==> config.mk <==
export PLATFORM = sky130hd
export DESIGN_NAME = frontend_top
export DESIGN_NICKNAME = d
export VERILOG_FILES = /design/src/frontend_pkg.sv /design/src/insn_fetch.sv /design/src/insn_decode.sv /design/src/rob_id_alloc.sv /design/src/frontend_top.sv
export VERILOG_INCLUDE_DIRS = /design/src
export SDC_FILE = /design/constraint.sdc
export NUM_CORES = 1
export LEC_CHECK = 0
export ABC_AREA = 1
export BUFFER_PORTS_ARGS = -buffer_cell sky130_fd_sc_hd__clkbuf_2
export CORE_ASPECT_RATIO = 0.5
export CORE_UTILIZATION = 47
export CTS_BUF_LIST = sky130_fd_sc_hd__clkbuf_8
export DETAILED_ROUTE_END_ITERATION = 7
export GPL_TIMING_DRIVEN = 0
export PLACE_DENSITY_LB_ADDON = 0.2
export SYNTH_ARGS = -nofsm -noshare
export SYNTH_HDL_FRONTEND = slang
export SYNTH_SLANG_ARGS = --single-unit
==> constraint.sdc <==
create_clock -name clk -period 5.6 [get_ports clk]
set_input_delay 0.28 -clock clk [delete_from_list [all_inputs] [get_ports clk]]
set_output_delay 0.28 -clock clk [all_outputs]
set_load 0.01 [all_outputs]
==> src/frontend_cfg.svh <==
// frontend sizing macros, included by the package and by any module that needs the reset PC or ROB depth
`ifndef FRONTEND_CFG_SVH
`define FRONTEND_CFG_SVH

// first fetch address after reset
`define FE_RESET_PC 32'h0000_0000

// entries that may be outstanding in the ROB
`define FE_ROB_DEPTH 16

// ROB id width
// wider than log2 of the depth so ids stay unique across a flush
`define FE_ROB_ID_W 7

`endif

==> src/frontend_pkg.sv <==
// shared frontend types, imported by fetch, decode, the ROB id allocator and the top level
`include "frontend_cfg.svh"

package frontend_pkg;

  typedef logic [31:0]               addr_t;
  typedef logic [31:0]               insn_t;
  typedef logic [31:0]               imm_t;
  typedef logic [`FE_ROB_ID_W-1:0]   rob_id_t;
  typedef logic [4:0]                rsop_t;
  typedef logic [6:0]                retop_t;

  // major opcode, instruction bits 6 to 2
  typedef enum logic [4:0] {
    OPC_LOAD,      OPC_LOADFP,    OPC_CUSTOM0,   OPC_MISCMEM,
    OPC_OPIMM,     OPC_AUIPC,     OPC_OPIMM32,   OPC_48B0,
    OPC_STORE,     OPC_STOREFP,   OPC_CUSTOM1,   OPC_AMO,
    OPC_OP,        OPC_LUI,       OPC_OP32,      OPC_64B,
    OPC_MADD,      OPC_MSUB,      OPC_NMSUB,     OPC_NMADD,
    OPC_OPFP,      OPC_RESERVED0, OPC_CUSTOM2,   OPC_48B1,
    OPC_BRANCH,    OPC_JALR,      OPC_RESERVED1, OPC_JAL,
    OPC_SYSTEM,    OPC_RESERVED2, OPC_CUSTOM3,   OPC_80B
  } opcode_e;

  typedef enum logic [1:0] {
    ECAUSE_IALIGN   = 2'd0,
    ECAUSE_IFAULT   = 2'd1,
    ECAUSE_IILLEGAL = 2'd2
  } ecause_e;

  typedef enum logic [1:0] {
    FETCH_IDLE,
    FETCH_BUS,
    FETCH_HOLD
  } fetch_state_e;

endpackage

==> src/insn_fetch.sv <==
// Wishbone classic fetch unit, reads one instruction word per bus cycle and holds it for decode
`timescale 1ns/100ps
`include "frontend_cfg.svh"

module insn_fetch (
  input  logic                 clk,
  input  logic                 reset_i,
  input  logic                 flush_i,
  input  frontend_pkg::addr_t  flush_pc_i,
  input  frontend_pkg::insn_t  wb_dat_i,
  input  logic                 wb_ack_i,
  input  logic                 wb_err_i,
  input  logic                 decode_stall,
  output logic                 wb_cyc_o,
  output logic                 wb_stb_o,
  output frontend_pkg::addr_t  wb_adr_o,
  output logic                 fetch_valid,
  output logic                 fetch_error,
  output frontend_pkg::addr_t  fetch_addr,
  output frontend_pkg::insn_t  fetch_insn
);
  import frontend_pkg::*;

  fetch_state_e state;
  addr_t        pc;
  addr_t        bus_adr;
  insn_t        insn_q;
  logic         err_q;
  logic         discard;
  logic         bus_done;
  logic         taken;

  assign bus_done = wb_ack_i | wb_err_i;
  assign taken    = (state == FETCH_HOLD) & ~decode_stall;

  // cyc and stb always move together
  assign wb_cyc_o = (state == FETCH_BUS);
  assign wb_stb_o = (state == FETCH_BUS);
  assign wb_adr_o = bus_adr;

  assign fetch_valid = (state == FETCH_HOLD);
  assign fetch_error = err_q;
  assign fetch_addr  = bus_adr;
  assign fetch_insn  = insn_q;

  always_ff @(posedge clk) begin
    if (reset_i) begin
      state   <= FETCH_IDLE;
      pc      <= `FE_RESET_PC;
      discard <= 1'b0;
    end else begin
      case (state)
        FETCH_IDLE: begin
          if (flush_i) begin
            pc <= flush_pc_i;
          end else begin
            state <= FETCH_BUS;
          end
        end
        FETCH_BUS: begin
          // a flushed cycle still has to finish on the bus
          if (bus_done) begin
            discard <= 1'b0;
            state   <= (discard | flush_i) ? FETCH_IDLE : FETCH_HOLD;
          end else if (flush_i) begin
            discard <= 1'b1;
          end
          if (flush_i) begin
            pc <= flush_pc_i;
          end
        end
        FETCH_HOLD: begin
          if (flush_i) begin
            pc    <= flush_pc_i;
            state <= FETCH_IDLE;
          end else if (taken) begin
            pc    <= pc + 32'd4;
            state <= FETCH_IDLE;
          end
        end
        default: state <= FETCH_IDLE;
      endcase
    end
  end

  // address stays put for the whole bus cycle
  always_ff @(posedge clk) begin
    if (state == FETCH_IDLE && !flush_i) begin
      bus_adr <= pc;
    end
    if (state == FETCH_BUS && bus_done) begin
      insn_q <= wb_dat_i;
      err_q  <= wb_err_i;
    end
  end

endmodule

==> src/insn_decode.sv <==
// RV32I decode stage, registers a fetched word and drives the rename and ROB ports from it
`timescale 1ns/100ps

module insn_decode (
  input  logic                   clk,
  input  logic                   reset_i,
  input  logic                   flush_i,
  input  logic                   fetch_valid,
  input  logic                   fetch_error,
  input  frontend_pkg::addr_t    fetch_addr,
  input  frontend_pkg::insn_t    fetch_insn,
  input  logic                   rob_full,
  input  frontend_pkg::rob_id_t  robid,
  input  logic                   rename_stall_i,
  output logic                   decode_stall,
  output logic                   alloc,
  output logic                   decode_rob_valid_o,
  output logic                   decode_error_o,
  output frontend_pkg::ecause_e  decode_ecause_o,
  output frontend_pkg::retop_t   decode_retop_o,
  output logic [5:0]             decode_rd_o,
  output frontend_pkg::addr_t    decode_addr_o,
  output frontend_pkg::addr_t    decode_target_o,
  output frontend_pkg::rob_id_t  decode_robid_o,
  output logic                   decode_rename_valid_o,
  output frontend_pkg::rsop_t    decode_rsop_o,
  output logic                   decode_uses_rs1_o,
  output logic                   decode_uses_rs2_o,
  output logic                   decode_uses_imm_o,
  output logic                   decode_uses_memory_o,
  output logic                   decode_uses_pc_o,
  output logic                   decode_csr_access_o,
  output logic [4:0]             decode_rs1_o,
  output logic [4:0]             decode_rs2_o,
  output frontend_pkg::imm_t     decode_imm_o
);
  import frontend_pkg::*;

  logic       valid_q;
  logic       error_q;
  addr_t      addr_q;
  insn_t      insn_q;

  logic       fmt_r, fmt_i, fmt_s, fmt_b, fmt_u, fmt_j, fmt_inv;
  imm_t       imm;
  rsop_t      rsop;
  opcode_e    opcode;
  logic [2:0] funct3;
  logic [4:0] rd;
  logic [2:0] brop;
  logic       insn_load, insn_jalr, insn_auipc, insn_opimm, insn_csr;
  logic       insn_complex, altop;
  logic       uses_rd, uses_memory;

  assign opcode = opcode_e'(insn_q[6:2]);
  assign funct3 = insn_q[14:12];
  assign rd     = insn_q[11:7];

  assign insn_load    = (opcode == OPC_LOAD);
  assign insn_jalr    = (opcode == OPC_JALR);
  assign insn_auipc   = (opcode == OPC_AUIPC);
  assign insn_opimm   = (opcode == OPC_OPIMM);
  assign insn_csr     = (opcode == OPC_SYSTEM) & (funct3[1:0] != 2'b00);
  assign insn_complex = fmt_r & insn_q[25];

  // SUB, SRA and SRAI use the alternate op
  assign altop = (fmt_r | (insn_opimm & (funct3 == 3'b101))) & insn_q[30];
  assign brop  = {~|funct3[2:1], funct3[2:1]};

  assign uses_rd     = (fmt_r | fmt_i | fmt_u | fmt_j) & (rd != 5'd0);
  assign uses_memory = insn_load | fmt_s;

  // handshakes
  assign decode_stall          = rob_full | rename_stall_i;
  assign alloc                 = valid_q & ~decode_stall;
  assign decode_rob_valid_o    = valid_q & ~rename_stall_i;
  assign decode_rename_valid_o = valid_q & ~decode_error_o & ~rob_full;

  assign decode_error_o  = error_q | fmt_inv;
  assign decode_ecause_o = error_q ? ((addr_q[1:0] != 2'b00) ? ECAUSE_IALIGN : ECAUSE_IFAULT)
                                   : ECAUSE_IILLEGAL;
  assign decode_retop_o  = {fmt_b, funct3[0], insn_jalr, fmt_s, funct3};
  assign decode_rd_o     = {~uses_rd, rd};
  assign decode_addr_o   = addr_q;
  // JALR target is resolved later, so carry the link address
  assign decode_target_o = addr_q + (insn_jalr ? 32'd4 : imm);
  assign decode_robid_o  = robid;

  assign decode_rsop_o        = rsop;
  assign decode_uses_rs1_o    = fmt_r | (fmt_i & (~insn_csr | ~funct3[2])) | fmt_s | fmt_b;
  assign decode_uses_rs2_o    = fmt_r | fmt_s | fmt_b;
  assign decode_uses_imm_o    = ~fmt_r & ~fmt_b;
  assign decode_uses_memory_o = uses_memory;
  assign decode_uses_pc_o     = fmt_j | insn_auipc;
  assign decode_csr_access_o  = insn_csr;
  assign decode_rs1_o         = insn_q[19:15];
  assign decode_rs2_o         = insn_q[24:20];
  assign decode_imm_o         = fmt_j ? 32'd4 : imm;

  always_ff @(posedge clk) begin
    if (reset_i || flush_i) begin
      valid_q <= 1'b0;
    end else if (!decode_stall) begin
      valid_q <= fetch_valid;
    end
  end

  always_ff @(posedge clk) begin
    if (!decode_stall && fetch_valid) begin
      error_q <= fetch_error;
      addr_q  <= fetch_addr;
      insn_q  <= fetch_insn;
    end
  end

  // format decoder, compressed words are illegal
  always_comb begin
    {fmt_r, fmt_i, fmt_s, fmt_b, fmt_u, fmt_j, fmt_inv} = 7'b0;
    if (insn_q[1:0] != 2'b11) begin
      fmt_inv = 1'b1;
    end else begin
      case (opcode)
        OPC_OP:      fmt_r = 1'b1;
        OPC_OPIMM:   fmt_i = 1'b1;
        OPC_LUI:     fmt_u = 1'b1;
        OPC_AUIPC:   fmt_u = 1'b1;
        OPC_LOAD:    fmt_i = 1'b1;
        OPC_STORE:   fmt_s = 1'b1;
        OPC_BRANCH:  fmt_b = 1'b1;
        OPC_JAL:     fmt_j = 1'b1;
        OPC_JALR:    fmt_i = 1'b1;
        OPC_MISCMEM: fmt_i = 1'b1;
        OPC_SYSTEM:  fmt_i = 1'b1;
        default:     fmt_inv = 1'b1;
      endcase
    end
  end

  always_comb begin
    case (1'b1)
      fmt_i:   imm = {{20{insn_q[31]}}, insn_q[31:20]};
      fmt_s:   imm = {{20{insn_q[31]}}, insn_q[31:25], insn_q[11:7]};
      fmt_b:   imm = {{20{insn_q[31]}}, insn_q[7], insn_q[30:25], insn_q[11:8], 1'b0};
      fmt_u:   imm = {insn_q[31:12], 12'b0};
      fmt_j:   imm = {{12{insn_q[31]}}, insn_q[19:12], insn_q[20], insn_q[30:21], 1'b0};
      default: imm = 32'd0;
    endcase
  end

  always_comb begin
    case (1'b1)
      uses_memory:                 rsop = {1'b0, fmt_s, funct3};
      fmt_j, insn_jalr, fmt_u:     rsop = 5'b00000;
      fmt_b:                       rsop = {2'b01, brop};
      default:                     rsop = {insn_complex, insn_complex | altop, funct3};
    endcase
  end

endmodule

==> src/rob_id_alloc.sv <==
// ROB id allocator, hands out sequential ids and flags when the ROB has no free entry
`timescale 1ns/100ps
`include "frontend_cfg.svh"

module rob_id_alloc (
  input  logic                   clk,
  input  logic                   reset_i,
  input  logic                   flush_i,
  input  logic                   alloc,
  input  logic                   retire_i,
  output frontend_pkg::rob_id_t  robid,
  output logic                   rob_full
);

  localparam int unsigned CNT_W = $clog2(`FE_ROB_DEPTH + 1);

  logic [CNT_W-1:0] count;

  assign rob_full = (count == CNT_W'(`FE_ROB_DEPTH));

  always_ff @(posedge clk) begin
    if (reset_i) begin
      robid <= '0;
      count <= '0;
    end else begin
      // ids keep running across a flush
      if (alloc) begin
        robid <= robid + 1'b1;
      end
      if (flush_i) begin
        count <= '0;
      end else if (alloc && !retire_i) begin
        count <= count + 1'b1;
      end else if (!alloc && retire_i && count != '0) begin
        count <= count - 1'b1;
      end
    end
  end

endmodule

==> src/frontend_top.sv <==
// frontend top level, joins fetch, decode and the ROB id allocator for the testbench
`timescale 1ns/100ps

module frontend_top (
  input  logic                   clk,
  input  logic                   reset_i,
  input  logic                   flush_i,
  input  frontend_pkg::addr_t    flush_pc_i,
  input  logic                   retire_i,
  input  logic                   rename_stall_i,
  input  frontend_pkg::insn_t    wb_dat_i,
  input  logic                   wb_ack_i,
  input  logic                   wb_err_i,
  output logic                   wb_cyc_o,
  output logic                   wb_stb_o,
  output frontend_pkg::addr_t    wb_adr_o,
  output logic                   decode_rob_valid_o,
  output logic                   decode_error_o,
  output frontend_pkg::ecause_e  decode_ecause_o,
  output frontend_pkg::retop_t   decode_retop_o,
  output logic [5:0]             decode_rd_o,
  output frontend_pkg::addr_t    decode_addr_o,
  output frontend_pkg::addr_t    decode_target_o,
  output frontend_pkg::rob_id_t  decode_robid_o,
  output logic                   decode_rename_valid_o,
  output frontend_pkg::rsop_t    decode_rsop_o,
  output logic                   decode_uses_rs1_o,
  output logic                   decode_uses_rs2_o,
  output logic                   decode_uses_imm_o,
  output logic                   decode_uses_memory_o,
  output logic                   decode_uses_pc_o,
  output logic                   decode_csr_access_o,
  output logic [4:0]             decode_rs1_o,
  output logic [4:0]             decode_rs2_o,
  output frontend_pkg::imm_t     decode_imm_o
);
  import frontend_pkg::*;

  // fetch to decode
  logic    fetch_valid;
  logic    fetch_error;
  addr_t   fetch_addr;
  insn_t   fetch_insn;
  logic    decode_stall;

  // decode to allocator
  logic    alloc;
  rob_id_t robid;
  logic    rob_full;

  insn_fetch i_insn_fetch (.*);

  insn_decode i_insn_decode (.*);

  rob_id_alloc i_rob_id_alloc (.*);

endmodule

Word level (Yosys, flattened, before mapping)

Cells that the tools add are included.

Output and inout port bits: 176
Flip-flop bits (word level): 178

Add/sub/neg operators: 5
Reductions and logical operators: 31
Bitwise operators: 38
Eq/ne operators: 19
Mux-type cells: 40

Operator list:

| cell                                           | count |
|---|---|
| 2-to-1 mux 32 bit                              | 10 |
| one-hot mux 32 bit (2 select lines)            | 1 |
| adder 32 x 3 -> 32 bit (second input constant) | 1 |
| adder 32 bit                                   | 1 |
| == test 5 bit (second input constant)          | 5 |
| 2-to-1 mux 5 bit                               | 5 |
| 2-to-1 mux 1 bit                               | 17 |
| bitwise OR 1 bit                               | 17 |
| == test 5 x 4 -> 1 bit (second input constant) | 3 |
| bitwise AND 1 bit                              | 12 |
| 2-to-1 mux 2 bit                               | 6 |
| OR reduction 11 bit                            | 1 |
| == test 5 x 3 -> 1 bit (second input constant) | 2 |
| nonzero test 2 bit                             | 5 |
| nonzero test 5 bit                             | 2 |
| NOT 1 bit                                      | 9 |
| OR reduction 2 bit                             | 4 |
| adder 7 x 1 -> 7 bit (second input constant)   | 1 |
| logical AND 1 bit                              | 6 |
| one-hot mux 2 bit (3 select lines)             | 1 |
| AND reduction 3 bit                            | 2 |
| adder 5 x 1 -> 5 bit (second input constant)   | 1 |
| == test 5 x 2 -> 1 bit (second input constant) | 1 |
| logical NOT 1 bit                              | 5 |
| other kinds (13)                               | 15 |

Logic depth before layout (Yosys ltp)

Gate-level depths: netlist (run 1).

Depth after elaboration: 10
Depth in mapped cells: 25

By module

Synthesis (run 1) repeated with hierarchy kept, for this count alone.

Cells, all modules: 1276
Area total of the unflattened synthesis: 10578.9 µm²

By module, submodules not included:

| module       | cells an instance | sequential area each (µm²) | area an instance (µm²) | times used |
|---|---|---|---|---|
| insn_decode  | 642               | 1971.9                     | 5111.2                 | 1 |
| insn_fetch   | 530               | 2652.5                     | 4682.0                 | 1 |
| rob_id_alloc | 104               | 240.2                      | 785.8                  | 1 |

Least setup slack after synthesis (run 1)

OpenSTA, ideal clock, no wires.

Path type: register to register
Start point: reg i_rob_id_alloc.count[0]
End point: reg i_insn_decode.addr_q[0], in the netlist i_insn_decode.decode_addr_o[0], enable pin
Stages on the path, launching flop included: 5
Data required time: 5.110 ns
Slack: 1.697 ns
Arrival: 3.413 ns
Cells stage by stage: dfxtp_1 nor4_2 nand2_1 nand2_1 nor2_1

Cells in the longest elaborated chain, start to end: 4

RTL lines:

| what                     | RTL line           | source |
|---|---|---|
| start: declaration       | rob_id_alloc.sv:17 | `logic [CNT_W-1:0] count;` |
| start signal: assignment | rob_id_alloc.sv:33 | `count <= count + 1'b1;` |
| start signal: assignment | rob_id_alloc.sv:35 | `count <= count - 1'b1;` |
| == test 5 bit            | rob_id_alloc.sv:19 | `` assign rob_full = (count == CNT_W'(`FE_ROB_DEPTH)); `` |
| bitwise OR 1 bit         | insn_decode.sv:74  | `assign decode_stall = rob_full \| rename_stall_i;` |
| logical NOT 1 bit        | --                 |  |
| logical AND 1 bit        | insn_decode.sv:109 | `if (!decode_stall && fetch_valid) begin` |
| end signal: assignment   | insn_decode.sv:111 | `addr_q <= fetch_addr;` |
| end: declaration         | insn_decode.sv:41  | `addr_t addr_q;` |

Every way passes these cells.
A chain may end at the register's enable or synchronous reset.

Final worst setup path (run 1)

Start point: reg i_insn_decode.insn_q[4]
End point: out decode_target_o[22]

Cells in the longest elaborated chain, start to end: 10
Elaborated cells between the ends (all ways): 29
Those cells by class: add/sub: 1; eq/ne: 9; mux: 16; reduce/logical: 3

RTL lines:

| what                                                             | RTL line                               | source |
|---|---|---|
| start: declaration                                               | insn_decode.sv:42                      | `insn_t insn_q;` |
| start signal: assignment                                         | insn_decode.sv:112                     | `insn_q <= fetch_insn;` |
| == test 5 x 4 -> 1 bit, or another cell as far along             | insn_decode.sv:122                     | `case (opcode)` |
| OR reduction 2 bit (no line) or 2-to-1 mux 1 bit (tied branches) | --                                     |  |
| 2-to-1 mux 1 bit (on tied branches)                              | insn_decode.sv:122, insn_decode.sv:119 |  |
| 2-to-1 mux 1 bit or 2-to-1 mux 32 bit (tied branches)            | insn_decode.sv:119, insn_decode.sv:140 |  |
| 2-to-1 mux 32 bit (4 in a row)                                   | insn_decode.sv:140                     | `case (1'b1)` |
| 2-to-1 mux 32 bit (*)                                            | insn_decode.sv:86                      | `assign decode_target_o = addr_q + (insn_jalr ? 32'd4 : imm);` |
| adder 32 bit (*)                                                 | insn_decode.sv:86                      |  |
| end: declaration                                                 | frontend_top.sv:23                     | `output frontend_pkg::addr_t decode_target_o,` |

Every way passes the cells marked *; elsewhere a longest branch is shown, timed or not.

==> metrics.md, run 1 <==
| Metric | Value |
|---|---|
| Status | complete, no violations |
| Syn_area_per_cell | 8.471 sq um |
| Max transition margin | 34.42% |
| Clock Path Buffers | 2 |
| Rows | 37 |
| Clock latency on the worst-skew pair | 490 ps |
| Setup crit end kind | primary output |
| Layout net count | 1,598 |
| PwrDens | 216.7 mW/mm^2 |
| Synth Area in Adders | 4.882% |
| Inserted Diodes | 0 |
| Via/cell ratio | 5.422 |
| Total track usage | 29.53% |
| Crit path kind | reg2out |
| EDFF count, synth | 130 |
| CTS buffer count | 17 |
| Maximum level of the CTS H-tree | 4 |
| Vias in the first global route | 8,772 |
| Fraction of registers with async set/reset | 0% |
| Most used DFF post-synth | edfxtp_1 |
| Main combinational cell family by area after synthesis | simple AND/OR/NAND/NOR gates |
| Port-buffer cells | 246 |
| Wire length per cell | 17.93 microns |
| Layout cells sized above 1 | 24.03% |
| Clock Skew | 14.56 ps |
| DIE WIDTH | 208.8 microns |
| Maxcap violations | 0 |
| Minimum clock period | 4835 ps |
| VDD IR max | 0.1412 mV |
| Pins Over Slew Limit | 0 |
| GR Overflow Total | 0 |
| Final Total Pwr | 2705 uW |
| Mux contribution to synthesized area | 0% |
| Flop pwr share | 56.3% |
| First-pass GRT wire length | 49,140 microns |
| Starting Density | 48.44% |
| CTS tree | yes |
| Syn nets | 1,295 |
| Area growth from synthesis to layout | 24.25% |
| Core area | 0.02074 sq mm |
| Hold crit path type | in2reg |
| Initial antenna violation count | 0 |
| Iter 0 DRT Violations | 721 |
| Drt first pass iters | 8 |
| CP required | 5320 ps |
| Worst setup SP type | flop |
| Simple-Gate Fraction of Synth Area | 22.73% |
| Yosys cell types | 54 |
| Int Power | 1931 uW |
| Yosys reg bits | 178 |
| Setup TNS | 0 ps |
| Final Setup Violations | 0 |
| Clock share of power | 34.6% |
| Post-Route WL | 31,820 microns |
| Fillers | 1,870 |
| Compound-Gate Fraction of Synth Area | 13.69% |
| Xor/xnor share of the synthesized area | 2.528% |
| F_max | 206.8 MHz |
| Final worst path period share | 86.33% |
| YS warnings | 0 |
| DP HPWL | 25,360 microns |
| Die Height | 105.4 microns |
| Total number of vias | 9,624 |
| Largest net degree at the start of global routing | 36 |
| Worst-Margin Slew | 981.4 ps |
| CP max FO | 6 |
| Sequential area share after synthesis | 48.42% |
| Clock tree sinks | 178 |
| DRC violations left | 0 |
| Mapped Area | 0.01005 sq mm |
| Routed Antenna Nets | 0 |
| Gate power share | 9.1% |
| Clock Pin Slew Worst Setup and Hold Paths | 110 ps |
| Leading area contributor after synthesis | edfxtp_1 |
| Full die area | 0.02200 sq mm |
| Worst EP arrival | 4550 ps |
| Mapped Cells | 1,186 |
| Final Hold Vio Count | 0 |
| CTS root buf | clkbuf_8 |
| Gpl congestion | 0.9652 |
| Area contributors post-synth | edfxtp_1 39%, dfxtp_1 9.6%, nand2_1 9.3% |
| RSZ-0062 raised after global routing | no |
| Num ports | 247 |
| Psw | 773.5 uW |
| Area share of the largest cell type after synthesis | 38.85% |
| Switching share of power | 28.60% |
| Leak pwr | 0.005648 uW |
[metrics by stage]
stage	std cells	setup WS, ps	hold WS, ps	cell area (sq um)	utilization [%]
after global routing	1775	408.6	73.84	12480	60.19
after global placement	1705	392.2	401.4	11620	56.03
after floorplan	1186	1697	378.9	10050	-
final	1775	765.4	89.60	12480	60.19
after detailed placement	1708	1402	404.5	11710	56.44
after CTS	1775	820.5	54.62	12480	60.19
[synthesized netlist by cell type, types with 4 or more instances]
cell type	n
o21a_1	7
o211ai_1	9
o22ai_1	4
nor2_4	4
clkbuf_1	15
a21boi_0	4
xnor2_1	8
nor2_2	4
dfxtp_1	48
nand2_1	250
buf_2	8
xor2_1	21
buf_4	23
a21o_1	5
nand4_1	17
nand3_1	65
inv_1	119
o21ai_1	6
inv_2	6
ha_1	36
o21ai_0	63
nor2_1	127
a21oi_2	10
nor3_1	21
edfxtp_1	130
a21oi_1	123
or2_2	5
nand2_2	4
[worst max-delay path, cell delays in order, from the launching register on]
cell      delay (ps)
edfxtp_1         520
inv_2            160
nand3_2          110
nor2_4           180
nor2_1            60
nand3_1          120
nand2_2          130
inv_1            160
nand2_1           90
a21oi_1          380
ha_1             250
inv_1             50
fa_1             420
o21ai_2          260
a21boi_0         180
o21ai_1          380
nand2_1          100
nand2_1          140
nand2_1           80
nand2_1           60
nand2_1           50
nand2_1           60
clkbuf_2         130
[logic make-up (layout without fill, tap and decap cells)]
family                   after synthesis  in the layout
XOR/XNOR                              29             29
buffers and inverters                176            492
AND/OR/NAND/NOR                      519            519
adder cells (fa/ha/maj)               38             38
AO/OA/AOI/OAI                        246            246
flip-flops                           178            178
[sequential cells by signal (all words and copies together), names as in the netlist]
register and cells:
i_insn_decode.insn_q 32, i_insn_decode.error_q 1, i_insn_fetch.fetch_insn 32, i_insn_fetch.discard 1, i_insn_fetch.pc 32, i_insn_fetch.fetch_addr 32
i_rob_id_alloc.count 5, i_rob_id_alloc.robid 7, i_insn_decode.decode_addr_o 32, i_insn_fetch.fetch_error 1, i_insn_decode.valid_q 1, i_insn_fetch.state 2
[layout by cell type (no fill, tap or decap), types with 6 or more instances in the layout]
master / Yosys / layout
nand4_1: 17 / 17
o21ai_1: 6 / 6
buf_2: 8 / 8
nor2_1: 127 / 124
o211ai_1: 9 / 9
clkbuf_8: 0 / 17
xnor2_1: 8 / 8
clkbuf_2: 0 / 246
a21oi_1: 123 / 123
nor3_1: 21 / 21
buf_4: 23 / 23
nor2_4: 4 / 6
edfxtp_1: 130 / 130
inv_2: 6 / 6
inv_1: 119 / 119
dlygate4sd3_1: 0 / 35
nand2_1: 250 / 250
o21ai_0: 63 / 63
xor2_1: 21 / 21
dfxtp_1: 48 / 48
nand3_1: 65 / 65
ha_1: 36 / 36
o21a_1: 7 / 7
a21oi_2: 10 / 10
clkbuf_1: 15 / 15
[path summary, 6_finish.rpt]
kind | from | to | slack [ps] | cells after the start
hold reg to reg | i_insn_fetch.fetch_insn[9]$_DFFE_PP_ | i_insn_decode.insn_q[9]$_DFFE_PP_ | 420 | 0
setup / recovery | i_insn_decode.insn_q[4]$_DFFE_PP_ | decode_target_o[22] | 770 | 22
setup reg to reg | i_rob_id_alloc.count[0]$_SDFFE_PP0P_ | i_rob_id_alloc.count[4]$_SDFFE_PP0P_ | 3280 | 12
hold / removal | flush_pc_i[24] | i_insn_fetch.pc[24]$_SDFFE_PP0P_ | 90 | 5
[layer usage]
layer	vias to the layer above	global-route usage [%]	routed length [microns]
met1	4527	40.56	14370
li1	4631	-	-
met5	-	0	0
met4	0	10.56	772
met2	419	45.86	14200
met3	47	6.675	2472
[final cells by class]
cell class	count	area (sq um)	area share, %
Inverter	125	469.2	3.759
Sequential cell	178	4865	38.97
Buffer	51	310.3	2.486
Multi-Input combinational cell	832	4420	35.41
Clock inverter	15	193.9	1.554
Timing Repair Buffer	284	1649	13.21
Tap cell	273	341.6	2.736
Clock buffer	17	234.0	1.874
[power by group through the flow]
| stage | clock network (uW) | registers, uW | logic, uW |
|---|---|---|---|
| finish | 936 | 1520 | 246 |
| floorplan | 0 | 1550 | 113 |
| CTS | 956 | 1520 | 244 |
| global route | 1010 | 1530 | 270 |
| detailed placement | 0 | 1550 | 223 |
| global placement | 0 | 1550 | 211 |
[what timing repair did]
item / CTS / global route
gates resized for setup: 0 / 0
endpoints found under the hold margin: 35 / 0
hold buffers: 35 / 0
setup buffers: 0 / 0
Power figures use the tool's default switching activity.
==> run 2: changes to the inputs <==
- ABC_CLOCK_PERIOD_IN_PS: unset -> 4900
- SETUP_SLACK_MARGIN: unset -> 0.15
- clock period: 5.6 -> 4.9 ns (I/O delays scaled with it)
==> metrics.md, run 2 (synthesis gave the netlist of run 1 again) <==
| Metric | Value |
|---|---|
| CP peak stage delay | 480 ps |
| CTS root buf | clkbuf_8 |
| CP max FO | 6 |
| Clock tree sinks | 178 |
| Initial antenna violation count | 0 |
| Wire length per cell | 17.94 microns |
| Cell family with most CP delay | simple AND/OR/NAND/NOR gates |
| Worst reg2reg endpoint | i_rob_id_alloc.count[4]$_SDFFE_PP0P_ |
| Clock Pin Slew Worst Setup and Hold Paths | 110 ps |
| GR Overflow Total | 0 |
| PwrDens | 247.0 mW/mm^2 |
| CP required | 4660 ps |
| Final Setup Violations | 0 |
| Worst Path Buf+Inv | 4 |
| Layout net count | 1,600 |
| R2R setup slack | 2580 ps |
| Final Hold Vio Count | 0 |
| Core area | 0.02074 sq mm |
| Crit path top cell by count | nand2_1 |
| Fillers | 1,866 |
| CTS tree | yes |
| Reg-to-reg critical path startpoint | i_rob_id_alloc.count[0]$_SDFFE_PP0P_ |
| Worst path slowest cell | edfxtp_1 |
| Commonest non-fill, non-tap cell in the layout | nand2_1 |
| Layout cells sized above 1 | 24.27% |
| Final worst path period share | 90.70% |
| First-pass GRT wire length | 49,140 microns |
| Hold crit path type | in2reg |
| Clock Path Buffers | 2 |
| Status | complete, no violations |
| Hold_sp | flush_pc_i[24] |
| Gpl congestion | 0.9652 |
| Setup TNS | 0 ps |
| Hold Crit Endpoint | i_insn_fetch.pc[24]$_SDFFE_PP0P_ |
| Rows | 37 |
| Hold-critical path depth | 5 |
| RSZ-0062 raised after global routing | no |
| DRC violations left | 0 |
| Starting Density | 48.44% |
| Most frequent cells in the layout | 250 x nand2_1, 246 x clkbuf_2, 130 x edfxtp_1, 124 x nor2_1, 122 x a21oi_1 |
| Total track usage | 29.53% |
| Setup crit end kind | primary output |
| Pins Over Slew Limit | 0 |
| Worst-Margin Slew | 983.0 ps |
| Clock Skew | 14.79 ps |
| Largest net degree at the start of global routing | 36 |
| Worst setup SP type | flop |
| Clock latency on the worst-skew pair | 500 ps |
| VDD IR max | 0.1601 mV |
| Maximum level of the CTS H-tree | 4 |
| Area growth from synthesis to layout | 24.55% |
| DIE WIDTH | 208.8 microns |
| Vias in the first global route | 8,772 |
| Minimum clock period | 4444 ps |
| Via/cell ratio | 5.437 |
| Post-Route WL | 31,890 microns |
| Inserted Diodes | 0 |
| Maxcap violations | 0 |
| Crit-path cells | inv_2, nand3_2, nor2_4, nor2_1, nand3_1, nand2_2, inv_1, nand2_1, a21oi_4, ha_1, inv_1, fa_1, o21ai_2, a21oi_1, o21ai_0, nand3_1, nand2_1, nand2_1, nand2_1, clkbuf_2 |
| Port-buffer cells | 246 |
| Final Total Pwr | 3091 uW |
| Worst reg2reg path depth | 12 |
| DP HPWL | 25,360 microns |
| CTS buffer count | 17 |
| F_max | 225.0 MHz |
| Total number of vias | 9,662 |
| Crit path kind | reg2out |
| Routed Antenna Nets | 0 |
| Iter 0 DRT Violations | 709 |
| Full die area | 0.02200 sq mm |
| Die Height | 105.4 microns |
| Max transition margin | 34.31% |
| Worst EP arrival | 4200 ps |
| Leak pwr | 0.005661 uW |
| Drt first pass iters | 6 |
| Num ports | 247 |
==> run 2: changes by cell type in the layout (fill, tap and decap cells not counted) <==
cell / delta
buf_4: +2
a21boi_0: -1
a21boi_1: +1
a21oi_1: -1
a21oi_4: +1
o21ai_1: -1
o21ai_2: +1
==> run 2: per-layer routing <==
metal  global-route usage (%)  vias to the layer above  share of wire (%)
met5                        0                        -                  0
met4                    10.56                        0                2.6
met3                    6.675                       55                7.5
met2                    45.86                      409                 45
met1                    40.56                     4551                 45
li1                         -                     4647                  -
==> run 2: repair_timing <==
action                                 in CTS  in global routing
endpoints found under the hold margin      35                  0
setup buffers                               0                  2
resized for setup                           0                  4
hold buffers                               35                  0
setup endpoints to repair                   0                  8
==> run 2: worst min-delay path: stages <==
cell and delay [ps]:
clkbuf_2 80, inv_1 40, a21oi_1 50, nand2_1 50, a21oi_1 50
==> run 2: through the flow <==
step | cell area, sq um | hold WS (ps) | utilization (%) | cells | setup WS, ps
after floorplan | 10050 | 343.9 | - | 1186 | 997.3
after detailed placement | 11710 | 404.5 | 56.44 | 1708 | 736.7
final | 12510 | 52.80 | 60.33 | 1777 | 455.9
after global routing | 12510 | 38.84 | 60.33 | 1777 | 153.4
after global placement | 11620 | 401.4 | 56.03 | 1705 | -307.8
after CTS | 12480 | 19.62 | 60.19 | 1775 | 155.5
==> run 2: worst max path at each step <==
stage / startpoint / to / slack (ps) / cells after the start
CTS: i_insn_decode.insn_q[4]$_DFFE_PP_ / decode_target_o[22] / 160 / 22
finish: i_insn_decode.insn_q[4]$_DFFE_PP_ / decode_target_o[28] / 460 / 20
floorplan: i_rob_id_alloc.count[0]$_SDFFE_PP0P_ / i_insn_decode.decode_addr_o[0]$_DFFE_PP_ / 1000 / 4
detailed placement: i_insn_decode.insn_q[4]$_DFFE_PP_ / decode_target_o[22] / 740 / 22
global placement: i_rob_id_alloc.count[0]$_SDFFE_PP0P_ / i_insn_decode.insn_q[14]$_DFFE_PP_ / -310 / 4
global route: i_insn_decode.insn_q[3]$_DFFE_PP_ / decode_target_o[22] / 150 / 22
==> run 2: cell type report <==
cell class              instances  area [sq um]  area share, %
flip-flops and latches        178          4865          38.88
clock buffers                  17         234.0          1.870
repair buffers                286          1664          13.30
clock inverters                15         193.9          1.550
inverters                     125         469.2          3.750
well taps                     273         341.6          2.730
plain buffers                  51         310.3          2.480
multi-input cells             832          4436          35.45
==> run 2: report_power, final <==
part,internal (uW),switching (uW)
registers,1690,54.9
logic,117,164
clock network,404,664
total,2210,883
